$ cat src/rtl/l2_cache_config.svh
`ifndef L2_CACHE_CONFIG_SVH
`define L2_CACHE_CONFIG_SVH

// cache geometry
`define L2_SETS     32
`define L2_WAYS     2

// block address and line widths
`define L2_ADDR_W   28
`define L2_LINE_W   128

`define L2_INDEX_W  $clog2(`L2_SETS)
`define L2_TAG_W    (`L2_ADDR_W - `L2_INDEX_W)

`endif

$ cat src/rtl/l2_cache_pkg.sv
`include "l2_cache_config.svh"

package l2_cache_pkg;

    typedef logic [`L2_ADDR_W-1:0]  block_addr_t;
    typedef logic [`L2_TAG_W-1:0]   tag_t;
    typedef logic [`L2_INDEX_W-1:0] set_idx_t;
    typedef logic [`L2_LINE_W-1:0]  line_t;

    // one bit is enough for two ways
    typedef logic way_t;

    // per-way bookkeeping kept next to the tag
    typedef struct packed
    {
        logic valid;
        logic dirty;
        tag_t tag;
    } tag_entry_t;

    // both ways at one set, index is the way
    typedef tag_entry_t [`L2_WAYS-1:0] tag_pair_t;
    typedef line_t [`L2_WAYS-1:0]      line_pair_t;

    // LOOKUP serves hits, the other two run a Wishbone transfer each
    typedef enum logic [1:0]
    {
        LOOKUP    = 2'd0,
        WRITEBACK = 2'd1,
        REFILL    = 2'd2
    } ctrl_state_t;

endpackage

$ cat src/rtl/hit_lookup.sv
`timescale 1ns/1ps

`include "l2_cache_config.svh"

module hit_lookup
(
    input  logic                    clk,
    input  logic                    proc_reset,
    input  l2_cache_pkg::set_idx_t  index,
    input  l2_cache_pkg::tag_t      req_tag,
    input  l2_cache_pkg::tag_pair_t tags,
    input  logic                    lru_touch,
    input  l2_cache_pkg::way_t      touch_way,
    output logic                    hit,
    output l2_cache_pkg::way_t      hit_way,
    output l2_cache_pkg::way_t      victim_way,
    output logic                    victim_dirty,
    output l2_cache_pkg::tag_t      victim_tag
);

    logic hit0;
    logic hit1;

    // one bit per set, names the least recently used way
    logic [`L2_SETS-1:0] lru;

    assign hit0 = tags[0].valid && (tags[0].tag == req_tag);
    assign hit1 = tags[1].valid && (tags[1].tag == req_tag);

    assign hit     = hit0 | hit1;
    assign hit_way = hit1;

    // fill an empty way before evicting anything
    always_comb
    begin
        if (!tags[0].valid)
        begin
            victim_way = 1'b0;
        end
        else if (!tags[1].valid)
        begin
            victim_way = 1'b1;
        end
        else
        begin
            victim_way = lru[index];
        end
    end

    assign victim_dirty = tags[victim_way].valid && tags[victim_way].dirty;
    assign victim_tag   = tags[victim_way].tag;

    always_ff @(posedge clk)
    begin
        if (proc_reset)
        begin
            lru <= '0;
        end
        else if (lru_touch)
        begin
            lru[index] <= ~touch_way;
        end
    end

    // a refill only ever lands on a tag that missed, so a duplicate
    // means the controller wrote the wrong way at some earlier point
    a_no_double_hit : assert property (
        @(posedge clk) disable iff (proc_reset)
        !(hit0 && hit1)
    );

endmodule

$ cat config.mk
export PLATFORM = sky130hd
export DESIGN_NAME = hit_lookup
export DESIGN_NICKNAME = d
export VERILOG_FILES = /design/src/rtl/l2_cache_pkg.sv /design/src/rtl/hit_lookup.sv
export VERILOG_INCLUDE_DIRS = /design/src /design/src/rtl
export SDC_FILE = /design/constraint.sdc
export NUM_CORES = 1
export LEC_CHECK = 0
export BUFFER_PORTS_ARGS = -buffer_cell sky130_fd_sc_hd__buf_2
export CELL_PAD_IN_SITES_DETAIL_PLACEMENT = 0
export CELL_PAD_IN_SITES_GLOBAL_PLACEMENT = 1
export CORE_UTILIZATION = 36
export CTS_CLUSTER_SIZE = 20
export DETAILED_ROUTE_END_ITERATION = 10
export PLACE_DENSITY_LB_ADDON = 0.08
export SLEW_MARGIN = 25
export SYNTH_ARGS = -nofsm -noshare
export SYNTH_HDL_FRONTEND = slang
export SYNTH_SLANG_ARGS = --single-unit
export TNS_END_PERCENT = 100
$ cat constraint.sdc
create_clock -name clk -period 6.5 [get_ports clk]
set_input_delay 0.975 -clock clk [delete_from_list [all_inputs] [get_ports clk]]
set_output_delay 0.975 -clock clk [all_outputs]
set_load 0.005 [all_outputs]
==> flow_metrics.tcl <==
set metrics [dict create \
    num_vias 2339 \
    syn_area_sq_um 2390 \
    remaining_drc_errors 0 \
    final_area_sq_um 3080 \
    ios 109 \
    synth.area.top_cells "dfxtp_1 (27%), mux2_2 (11%), nor2_1 (10%)" \
    maxCapViolCount 0 \
    crit_type "in2out" \
    place.gp.congestion 0.805 \
    synth.most_common_cell "nor2_1" \
    p_per_area_nw_per_um2 175 \
    grt_pass1_vias 2263 \
    synth_cell_types 30 \
    ys_seq_area_share_pct 26.8 \
    ant_nets 0 \
    ys.flop_type "dfxtp_1" \
    crit_fanout 24 \
    grt_use_total_pct 20.4 \
    largest_reg_flops 32 \
    period_share_pct 67.6 \
    setup_tns_ns 0 \
    antenna_cells 0 \
    die_y_um 83.4 \
    finalWirelength_um 7140 \
    post-cts-setup-buffers 0 \
    clkTransAtPathRegs_ns 0.07 \
    synth.top_cell.area_share_pct 26.8 \
    hold_path.class "reg2reg" \
    rsz0062_at_grt "no" \
    die_area_sq_um 6960 \
    synth_largest_area_cell "dfxtp_1" \
    ctsResizeCount 0 \
    initial_core_util_pct 37.4 \
    area_growth_pct 29.1 \
    syn_avg_cell_area_sq_um 8.77 \
    synthTopCellsByCount "nor2_1 (65), a211oi_1 (32), dfxtp_1 (32), xor2_1 (24), mux2_2 (23)" \
    root_buffer "clkbuf_8" \
    antenna_found_initial 0 \
    io_buffers 108 \
    via_per_inst 5.17 \
    status "complete, no violations" \
    skew_ns 0 \
    hold_buffers 0 \
    tightest_slew_ns 0.646 \
    crit_arrival_ns 3.42 \
    wl_per_cell_um 15.8 \
    fmax_ghz 0.228 \
    largestRegisters "lru (32)" \
    power_w 0.000540 \
    placed_cell_area_sq_um 2950 \
    drive_gt1_share_pct 39.2 \
    grt_pass1_wl_um 11300 \
    yosysWarnings 0 \
    place_inst 444 \
    fp.dieW_um 83.4 \
    synth_nets 354 \
    grt-ovfl-total 0 \
    ys_ff_latch 32 \
    top_register "lru" \
    clock-sinks 32 \
    setup_viol 0 \
    slew_headroom_pct 57.0 \
    cts-buffers-inserted 5 \
    min_period_ns 4.39 \
    rows 29 \
    htree_num_levels 2 \
    async_flop_share_pct 0 \
    worst_ep_required_time_ns 5.52 \
    finalNonFillerCells 452 \
    tritoncts "yes" \
    end_kind "output port" \
    p_leak_nw 1.23 \
    layout.nets 456 \
    drtIter0Drc 137 \
    maxSlewViolCount 0 \
    hpwl_um 5540 \
    first_pass_iters 4 \
    ir_drop_mv 0.0983 \
    synth_edf_count 0 \
    hold_viol_final 0 \
    clock_latency_ns 0.28 \
    core_area_sq_um 6390 \
    fin_hold_ws_ns 0.499 \
    cts_max_path_buffers 2 \
    grt_max_degree 33 \
    netlist_instances 272 \
    startpoint_type "input pin" \
]
## placed cells by master, fill, tap and decap left out, types with 2 or more instances in the layout
cell / Yosys / final
mux4_1: 2 / 2
mux2_2: 23 / 23
mux2i_1: 9 / 9
or3_1: 2 / 2
dfxtp_1: 32 / 32
nand3_1: 5 / 5
xor2_1: 24 / 24
nand2b_1: 2 / 2
nor4_1: 8 / 8
a211oi_1: 32 / 32
nor2_1: 65 / 65
buf_2: 1 / 108
xnor2_1: 22 / 22
clkbuf_8: 0 / 7
o2111a_1: 2 / 2
nand3b_1: 6 / 6
nand4_1: 8 / 8
or3b_2: 2 / 2
nand2_1: 3 / 3
mux4_2: 2 / 2
## path summary, 6_finish.rpt
| path | startpoint | endpoint | slack [ns] | cells after the start |
|---|---|---|---|---|
| max | index[0] | victim_tag[20] | 2.11 | 7 |
| min | lru[19]$_SDFFE_PP0P_ | lru[19]$_SDFFE_PP0P_ | 0.50 | 2 |
| max reg2reg | lru[27]$_SDFFE_PP0P_ | lru[27]$_SDFFE_PP0P_ | 5.81 | 2 |
| min reg2reg | lru[19]$_SDFFE_PP0P_ | lru[19]$_SDFFE_PP0P_ | 0.50 | 2 |
## logic make-up after synthesis
| group | after synthesis | share of synthesized area [%] |
|---|---|---|
| AOI/OAI and AO/OA | 39 | 13.7 |
| xor gates and xnor gates | 46 | 16.9 |
| buffers and inverters | 15 | 3.36 |
| DFF | 32 | 26.8 |
| muxes | 36 | 18.7 |
| and+or+nand+nor | 104 | 20.5 |
## critical path: stages
cell      delay (ns)
buf_2           0.36
mux4_1          0.62
o2111a_1        0.31
o41ai_4         0.28
buf_4           0.35
mux2_2          0.38
buf_2           0.13
## layer usage
metal	GRT usage [%]	vias up	part of all wire [%]
li1	-	1187	-
met1	27.5	1099	47
met2	34.0	43	49
met3	3.48	10	2.8
met4	4.93	0	1.3
met5	0	-	0
## stage by stage
step / setup slack (ns) / util (%)
detailed placement: 2.12 / 46.3
finish: 2.11 / 48.2
global placement: 2.13 / 46.3
CTS: 2.11 / 48.2
floorplan: 2.62 / -
global route: 1.98 / 48.2
## final cells by class
cell class	instances	area, sq um
multi-input combinational	225	1670
fill	656	3310
clock inverter	1	30.0
tap	77	96.3
timing repair buffer	109	548
inverter	1	3.75
clock buffer	7	96.3
sequential	32	641
## report_power, final
part,switching [W],internal [W]
Clock,0.0000748,0.000135
Sequential,0.00000129,0.000199
Combinational,0.0000654,0.0000643
No activity file was read; power rests on OpenSTA's default activity.
