$ cat src/rtl/l2_cache_config.svh
`ifndef L2_CACHE_CONFIG_SVH
`define L2_CACHE_CONFIG_SVH

// cache geometry
`define L2_SETS     32
`define L2_WAYS     2

// block address and line widths
`define L2_ADDR_W   28
`define L2_LINE_W   128

`define L2_INDEX_W  $clog2(`L2_SETS)
`define L2_TAG_W    (`L2_ADDR_W - `L2_INDEX_W)

`endif

$ cat src/rtl/l2_cache_pkg.sv
`include "l2_cache_config.svh"

package l2_cache_pkg;

    typedef logic [`L2_ADDR_W-1:0]  block_addr_t;
    typedef logic [`L2_TAG_W-1:0]   tag_t;
    typedef logic [`L2_INDEX_W-1:0] set_idx_t;
    typedef logic [`L2_LINE_W-1:0]  line_t;

    // one bit is enough for two ways
    typedef logic way_t;

    // per-way bookkeeping kept next to the tag
    typedef struct packed
    {
        logic valid;
        logic dirty;
        tag_t tag;
    } tag_entry_t;

    // both ways at one set, index is the way
    typedef tag_entry_t [`L2_WAYS-1:0] tag_pair_t;
    typedef line_t [`L2_WAYS-1:0]      line_pair_t;

    // LOOKUP serves hits, the other two run a Wishbone transfer each
    typedef enum logic [1:0]
    {
        LOOKUP    = 2'd0,
        WRITEBACK = 2'd1,
        REFILL    = 2'd2
    } ctrl_state_t;

endpackage

$ cat src/rtl/cache_ctrl.sv
`timescale 1ns/1ps

module cache_ctrl
(
    input  logic               clk,
    input  logic               proc_reset,
    input  logic               proc_read,
    input  logic               proc_write,
    input  logic               hit,
    input  logic               victim_dirty,
    input  l2_cache_pkg::way_t hit_way,
    input  l2_cache_pkg::way_t victim_way,
    input  logic               wb_ack,
    output logic               proc_stall,
    output logic               tag_wr_en,
    output logic               data_wr_en,
    output l2_cache_pkg::way_t wr_way,
    output logic               fill_sel,
    output logic               lru_touch,
    output l2_cache_pkg::way_t touch_way,
    output logic               wb_cyc,
    output logic               wb_stb,
    output logic               wb_we
);

    l2_cache_pkg::ctrl_state_t state;
    l2_cache_pkg::ctrl_state_t state_next;

    logic req;
    logic lookup_hit;
    logic bus_active;
    logic xfer_done;

    // idle cycle between the write-back ack and the refill strobe
    logic wb_gap;

    assign req        = proc_read | proc_write;
    assign lookup_hit = (state == l2_cache_pkg::LOOKUP) && req && hit;

    assign bus_active = ((state == l2_cache_pkg::WRITEBACK) ||
                         (state == l2_cache_pkg::REFILL)) && !wb_gap;
    assign xfer_done  = bus_active && wb_ack;

    always_comb
    begin
        state_next = state;
        case (state)
            l2_cache_pkg::LOOKUP:
            begin
                if (req && !hit)
                begin
                    state_next = victim_dirty ? l2_cache_pkg::WRITEBACK
                                              : l2_cache_pkg::REFILL;
                end
            end
            l2_cache_pkg::WRITEBACK:
            begin
                if (xfer_done)
                begin
                    state_next = l2_cache_pkg::REFILL;
                end
            end
            l2_cache_pkg::REFILL:
            begin
                if (xfer_done)
                begin
                    state_next = l2_cache_pkg::LOOKUP;
                end
            end
            default:
            begin
                state_next = l2_cache_pkg::LOOKUP;
            end
        endcase
    end

    always_ff @(posedge clk)
    begin
        if (proc_reset)
        begin
            state  <= l2_cache_pkg::LOOKUP;
            wb_gap <= 1'b0;
        end
        else
        begin
            state  <= state_next;
            wb_gap <= (state == l2_cache_pkg::WRITEBACK) && xfer_done;
        end
    end

    // held request hits in the cycle after the refill ack
    assign proc_stall = proc_reset || (state != l2_cache_pkg::LOOKUP) || (req && !hit);

    // write hit stores data and a dirty tag, refill stores a clean line
    assign fill_sel   = (state == l2_cache_pkg::REFILL);
    assign tag_wr_en  = (lookup_hit && proc_write) || (fill_sel && xfer_done);
    assign data_wr_en = tag_wr_en;
    assign wr_way     = fill_sel ? victim_way : hit_way;

    assign lru_touch = lookup_hit;
    assign touch_way = hit_way;

    assign wb_cyc = bus_active;
    assign wb_stb = bus_active;
    assign wb_we  = bus_active && (state == l2_cache_pkg::WRITEBACK);

    // stb and cyc stay up until the slave acks
    a_stb_until_ack : assert property (
        @(posedge clk) disable iff (proc_reset)
        wb_stb && !wb_ack |=> wb_stb && wb_cyc
    );

    a_read_write_excl : assert property (
        @(posedge clk) disable iff (proc_reset)
        !(proc_read && proc_write)
    );

    // a new transfer starts only from a missed request or after the write-back gap
    a_cyc_only_on_miss : assert property (
        @(posedge clk) disable iff (proc_reset)
        $rose(wb_cyc) |-> ($past(req && !hit) || $past(wb_gap))
    );

endmodule

$ cat config.mk
export PLATFORM = sky130hd
export DESIGN_NAME = cache_ctrl
export DESIGN_NICKNAME = d
export VERILOG_FILES = /design/src/rtl/l2_cache_pkg.sv /design/src/rtl/cache_ctrl.sv
export VERILOG_INCLUDE_DIRS = /design/src /design/src/rtl
export SDC_FILE = /design/constraint.sdc
export NUM_CORES = 1
export LEC_CHECK = 0
export ABC_CLOCK_PERIOD_IN_PS = 1650
export BUFFER_PORTS_ARGS = -buffer_cell sky130_fd_sc_hd__buf_2
export CAP_MARGIN = 25
export CORE_AREA = 2 2 39 41
export DETAILED_ROUTE_END_ITERATION = 10
export DIE_AREA = 0 0 41 43
export PLACE_DENSITY_LB_ADDON = 0.1
export SKIP_CTS_REPAIR_TIMING = 1
export SLEW_MARGIN = 10
export SYNTH_ARGS = -nofsm -noshare
export SYNTH_HDL_FRONTEND = slang
export SYNTH_SLANG_ARGS = --single-unit
$ cat constraint.sdc
create_clock -name clk -period 1.65 [get_ports clk]
set_input_delay 0.2475 -clock clk [delete_from_list [all_inputs] [get_ports clk]]
set_output_delay 0.2475 -clock clk [all_outputs]
set_load 0.02 [all_outputs]
==> metrics.md <==
| Metric | Value |
|---|---|
| Final worst path period share | 1.017 |
| CP Buf/Inv Count | 2 |
| Hold EP | state[0] |
| Drt via density | 4.313 |
| First-pass GRT wire length | 966 um |
| Placed Cells | 60 |
| ANT nets after route | 0 |
| Asr flop ratio synth | 0 |
| Initial DRC Count | 0 |
| Initial Util | 0.2071 |
| Total gr overflow | 0 |
| Multiplexer share of the synthesized area | 0.1092 |
| DIE WIDTH | 41 um |
| Post-DP Area | 374.1 um2 |
| Reg-to-Reg End | state[0] |
| Static Leak | 0.2369 nW |
| Reg-to-reg startpoint | state[0] |
| Post-Route WL | 666 um |
| Status | finished with violations |
| Delay of the slowest critical-path stage | 340 ps |
| Reg2reg setup slack | 230 ps |
| Fin crit period | 1679 ps |
| Levels on crit path | 5 |
| #FFs+latches synth | 3 |
| Die Ht | 43 um |
| CTS tree | done |
| CP Launch Type | register |
| R2R depth | 6 |
| Cell count after synthesis | 29 |
| Crit end category | primary output |
| Synth Area in Adders | 0.1310 |
| Xor-xnor portion of the synthesized cell area | 0 |
| GRT busiest layer | met2 |
| Buffers on Ports | 18 |
| DRC | 0 |
| RSZ-0062 raised after global routing | true |
| Crit-path cells | inv_2 > ha_4 > and3b_2 > a32o_2 > buf_6 |
| Synth Net Count | 41 |
| Synth Area in Compound Gates | 0.1878 |
| Warnings from Yosys | 0 |
| Routability cong. | 0.7020 |
| HP Start | victim_dirty |
| Post-synth EDFFs | 0 |
| Worst VDD drop | 0.6120 mV |
| Clk_skew | 4.772 ps |
| Vias in the first global route | 262 |
| PD cells | 1651 nW/um2 |
| Clock insertion delay at the later pin of the skew report | 230 ps |
| Met2 Resource Use GR | 0.1094 |
| Worst Hold Path Cells | 3 |
| GR Util All Layers | 0.08300 |
| Cell Area, Synth | 286.5 um2 |
| CP max stage cell | dfxtp_2 |
| Layout cells sized above 1 | 0.7255 |
| Design area | 452.9 um2 |
| Largest family of logic cells by synthesized area | simple AND/OR/NAND/NOR gates |
| Clk sinks | 3 |
| Non-filler instance count after layout | 67 |
| CP top delay family | flip-flops |
| Routed via count | 289 |
| Worst setup margin | -28.82 ps |
| Util after Layout | 0.3273 |
| Failing checks | negative setup slack |
| Fin. max-slew vios | 0 |
| Routed wire length per instance | 9.940 um |
| Largest net degree at the start of global routing | 7 |
| Worst-margin pin slew | 168.8 ps |
| Worst Hold Class | in2reg |
| Unique masters post-synth | 18 |
| DRT Pass-1 Iters | 1 |
| Cts bufs inserted | 3 |
| Initial antenna violation count | 0 |
| Met1 Track Usage GR | 0.09524 |
| Final hold violations | 0 |
| Clock root buffer | clkbuf_4 |
| Fmax | 595.7 MHz |
| Ports | 19 |
| Row count | 14 |
| Die area | 1763 um2 |
| Type of the worst setup path | reg2out |
| # setup viols final | 2 |
| CORE AREA | 1384 um2 |
| Worst EP arrival | 1430 ps |
| Critical Path RT | 1400 ps |
| Maximum root-to-sink buffer count | 2 |
| Crit path max fanout | 3 |
| H-Tree Depth | 1 |
| ANT cells | 0 |
| Layout Nets | 64 |
| Synth Area in Simple Gates | 0.2576 |
| Area Overhead vs Synth | 58.08% |
| Hpwl dp | 524.5 um |
| Seq/Total Area, Yosys | 0.2096 |
| Synth Area per Inst | 9.880 um2 |
| Clock transition at path regs | 30 ps |
| Commonest register cell after synthesis | dfxtp_1 |
| Met3 Track Usage GR | 0.06283 |
| Max-cap viol count | 0 |
| Slew HR | 0.8875 |
| Final Total Pwr | 0.7477 mW |
-- how the worst max path moves through the flow --
stage	start	endpoint	slack [ps]
after floorplan	state[0]	tag_wr_en	50
after global placement	state[0]	data_wr_en	120
after detailed placement	state[0]	tag_wr_en	80
after CTS	state[0]	tag_wr_en	-180
after global routing	state[1]	tag_wr_en	-90
final	state[1]	tag_wr_en	-30
-- power breakdown --
part	leakage (nW)	internal, mW	switching, mW	total (mW)
Sequential	0.0253	0.0952	0.0167	0.112
Clock	0.0150	0.0904	0.0356	0.126
Combinational	0.197	0.247	0.263	0.510
-- synthesized netlist by cell type (all sizes together) (2+ instances only) --
library cell	instances	share of area
nand3b	2	0.052
mux2i	2	0.070
inv	2	0.026
nand2b	2	0.044
and3b	2	0.066
buf	3	0.079
o21bai	2	0.066
dfxtp	3	0.21
ha	3	0.13
and2b	2	0.061
-- worst min-delay path, stage by stage --
cell and delay, ps:
buf_2 100, nand3b_1 70, mux2i_1 60
-- per-stage QoR --
stage | setup slack [ps] | setup TNS (ps) | hold WS (ps)
global route | -85.34 | -220.7 | 309.5
floorplan | 51.69 | 0 | 415.8
detailed placement | 81.72 | 0 | 506.5
finish | -28.82 | -57.50 | 308.9
global placement | 116.3 | 0 | 498.8
CTS | -176.6 | -353.3 | 313.4
-- layer usage --
layer / vias to the layer above / part of all wire
met4: 0 / 0
met2: 15 / 0.44
met5: - / 0
li1: 144 / -
met1: 130 / 0.45
met3: 0 / 0.11
-- kinds of logic after synthesis --
family	after synthesis
AOI/OAI and AO/OA	5
adders and majority gates	3
buffers and inverters	5
DFF	3
muxes	3
and+or+nand+nor	10
-- registers in the layout (all words and copies together), names as in the netlist --
register / count
state: 2
wb_gap: 1
-- cell type report --
cell class,count,area (um2)
Fill cell,152,930.9
Multi-Input combinational cell,21,211.5
Timing Repair Buffer,21,125.1
Sequential cell,3,62.56
Clock buffer,4,26.28
Tap cell,16,20.02
Inverter,2,7.507
-- cells in the final DEF, fill, tap and decap left out --
| cell type | n |
|---|---|
| nor2b_1 | 1 |
| inv_2 | 2 |
| a2bb2oi_2 | 1 |
| nand3b_1 | 2 |
| clkbuf_1 | 1 |
| buf_2 | 16 |
| dfxtp_2 | 2 |
| mux2i_1 | 2 |
| mux2_2 | 1 |
| and2b_2 | 2 |
| nor2_1 | 1 |
| ha_4 | 1 |
| nand2b_1 | 2 |
| buf_6 | 2 |
| a32o_2 | 1 |
| clkbuf_4 | 3 |
| and3b_2 | 2 |
| o21bai_2 | 1 |
| o211a_1 | 1 |
| buf_4 | 3 |
| dfxtp_1 | 1 |
| ha_1 | 2 |
| o21bai_1 | 1 |
No activity file was read; power rests on OpenSTA's default activity.
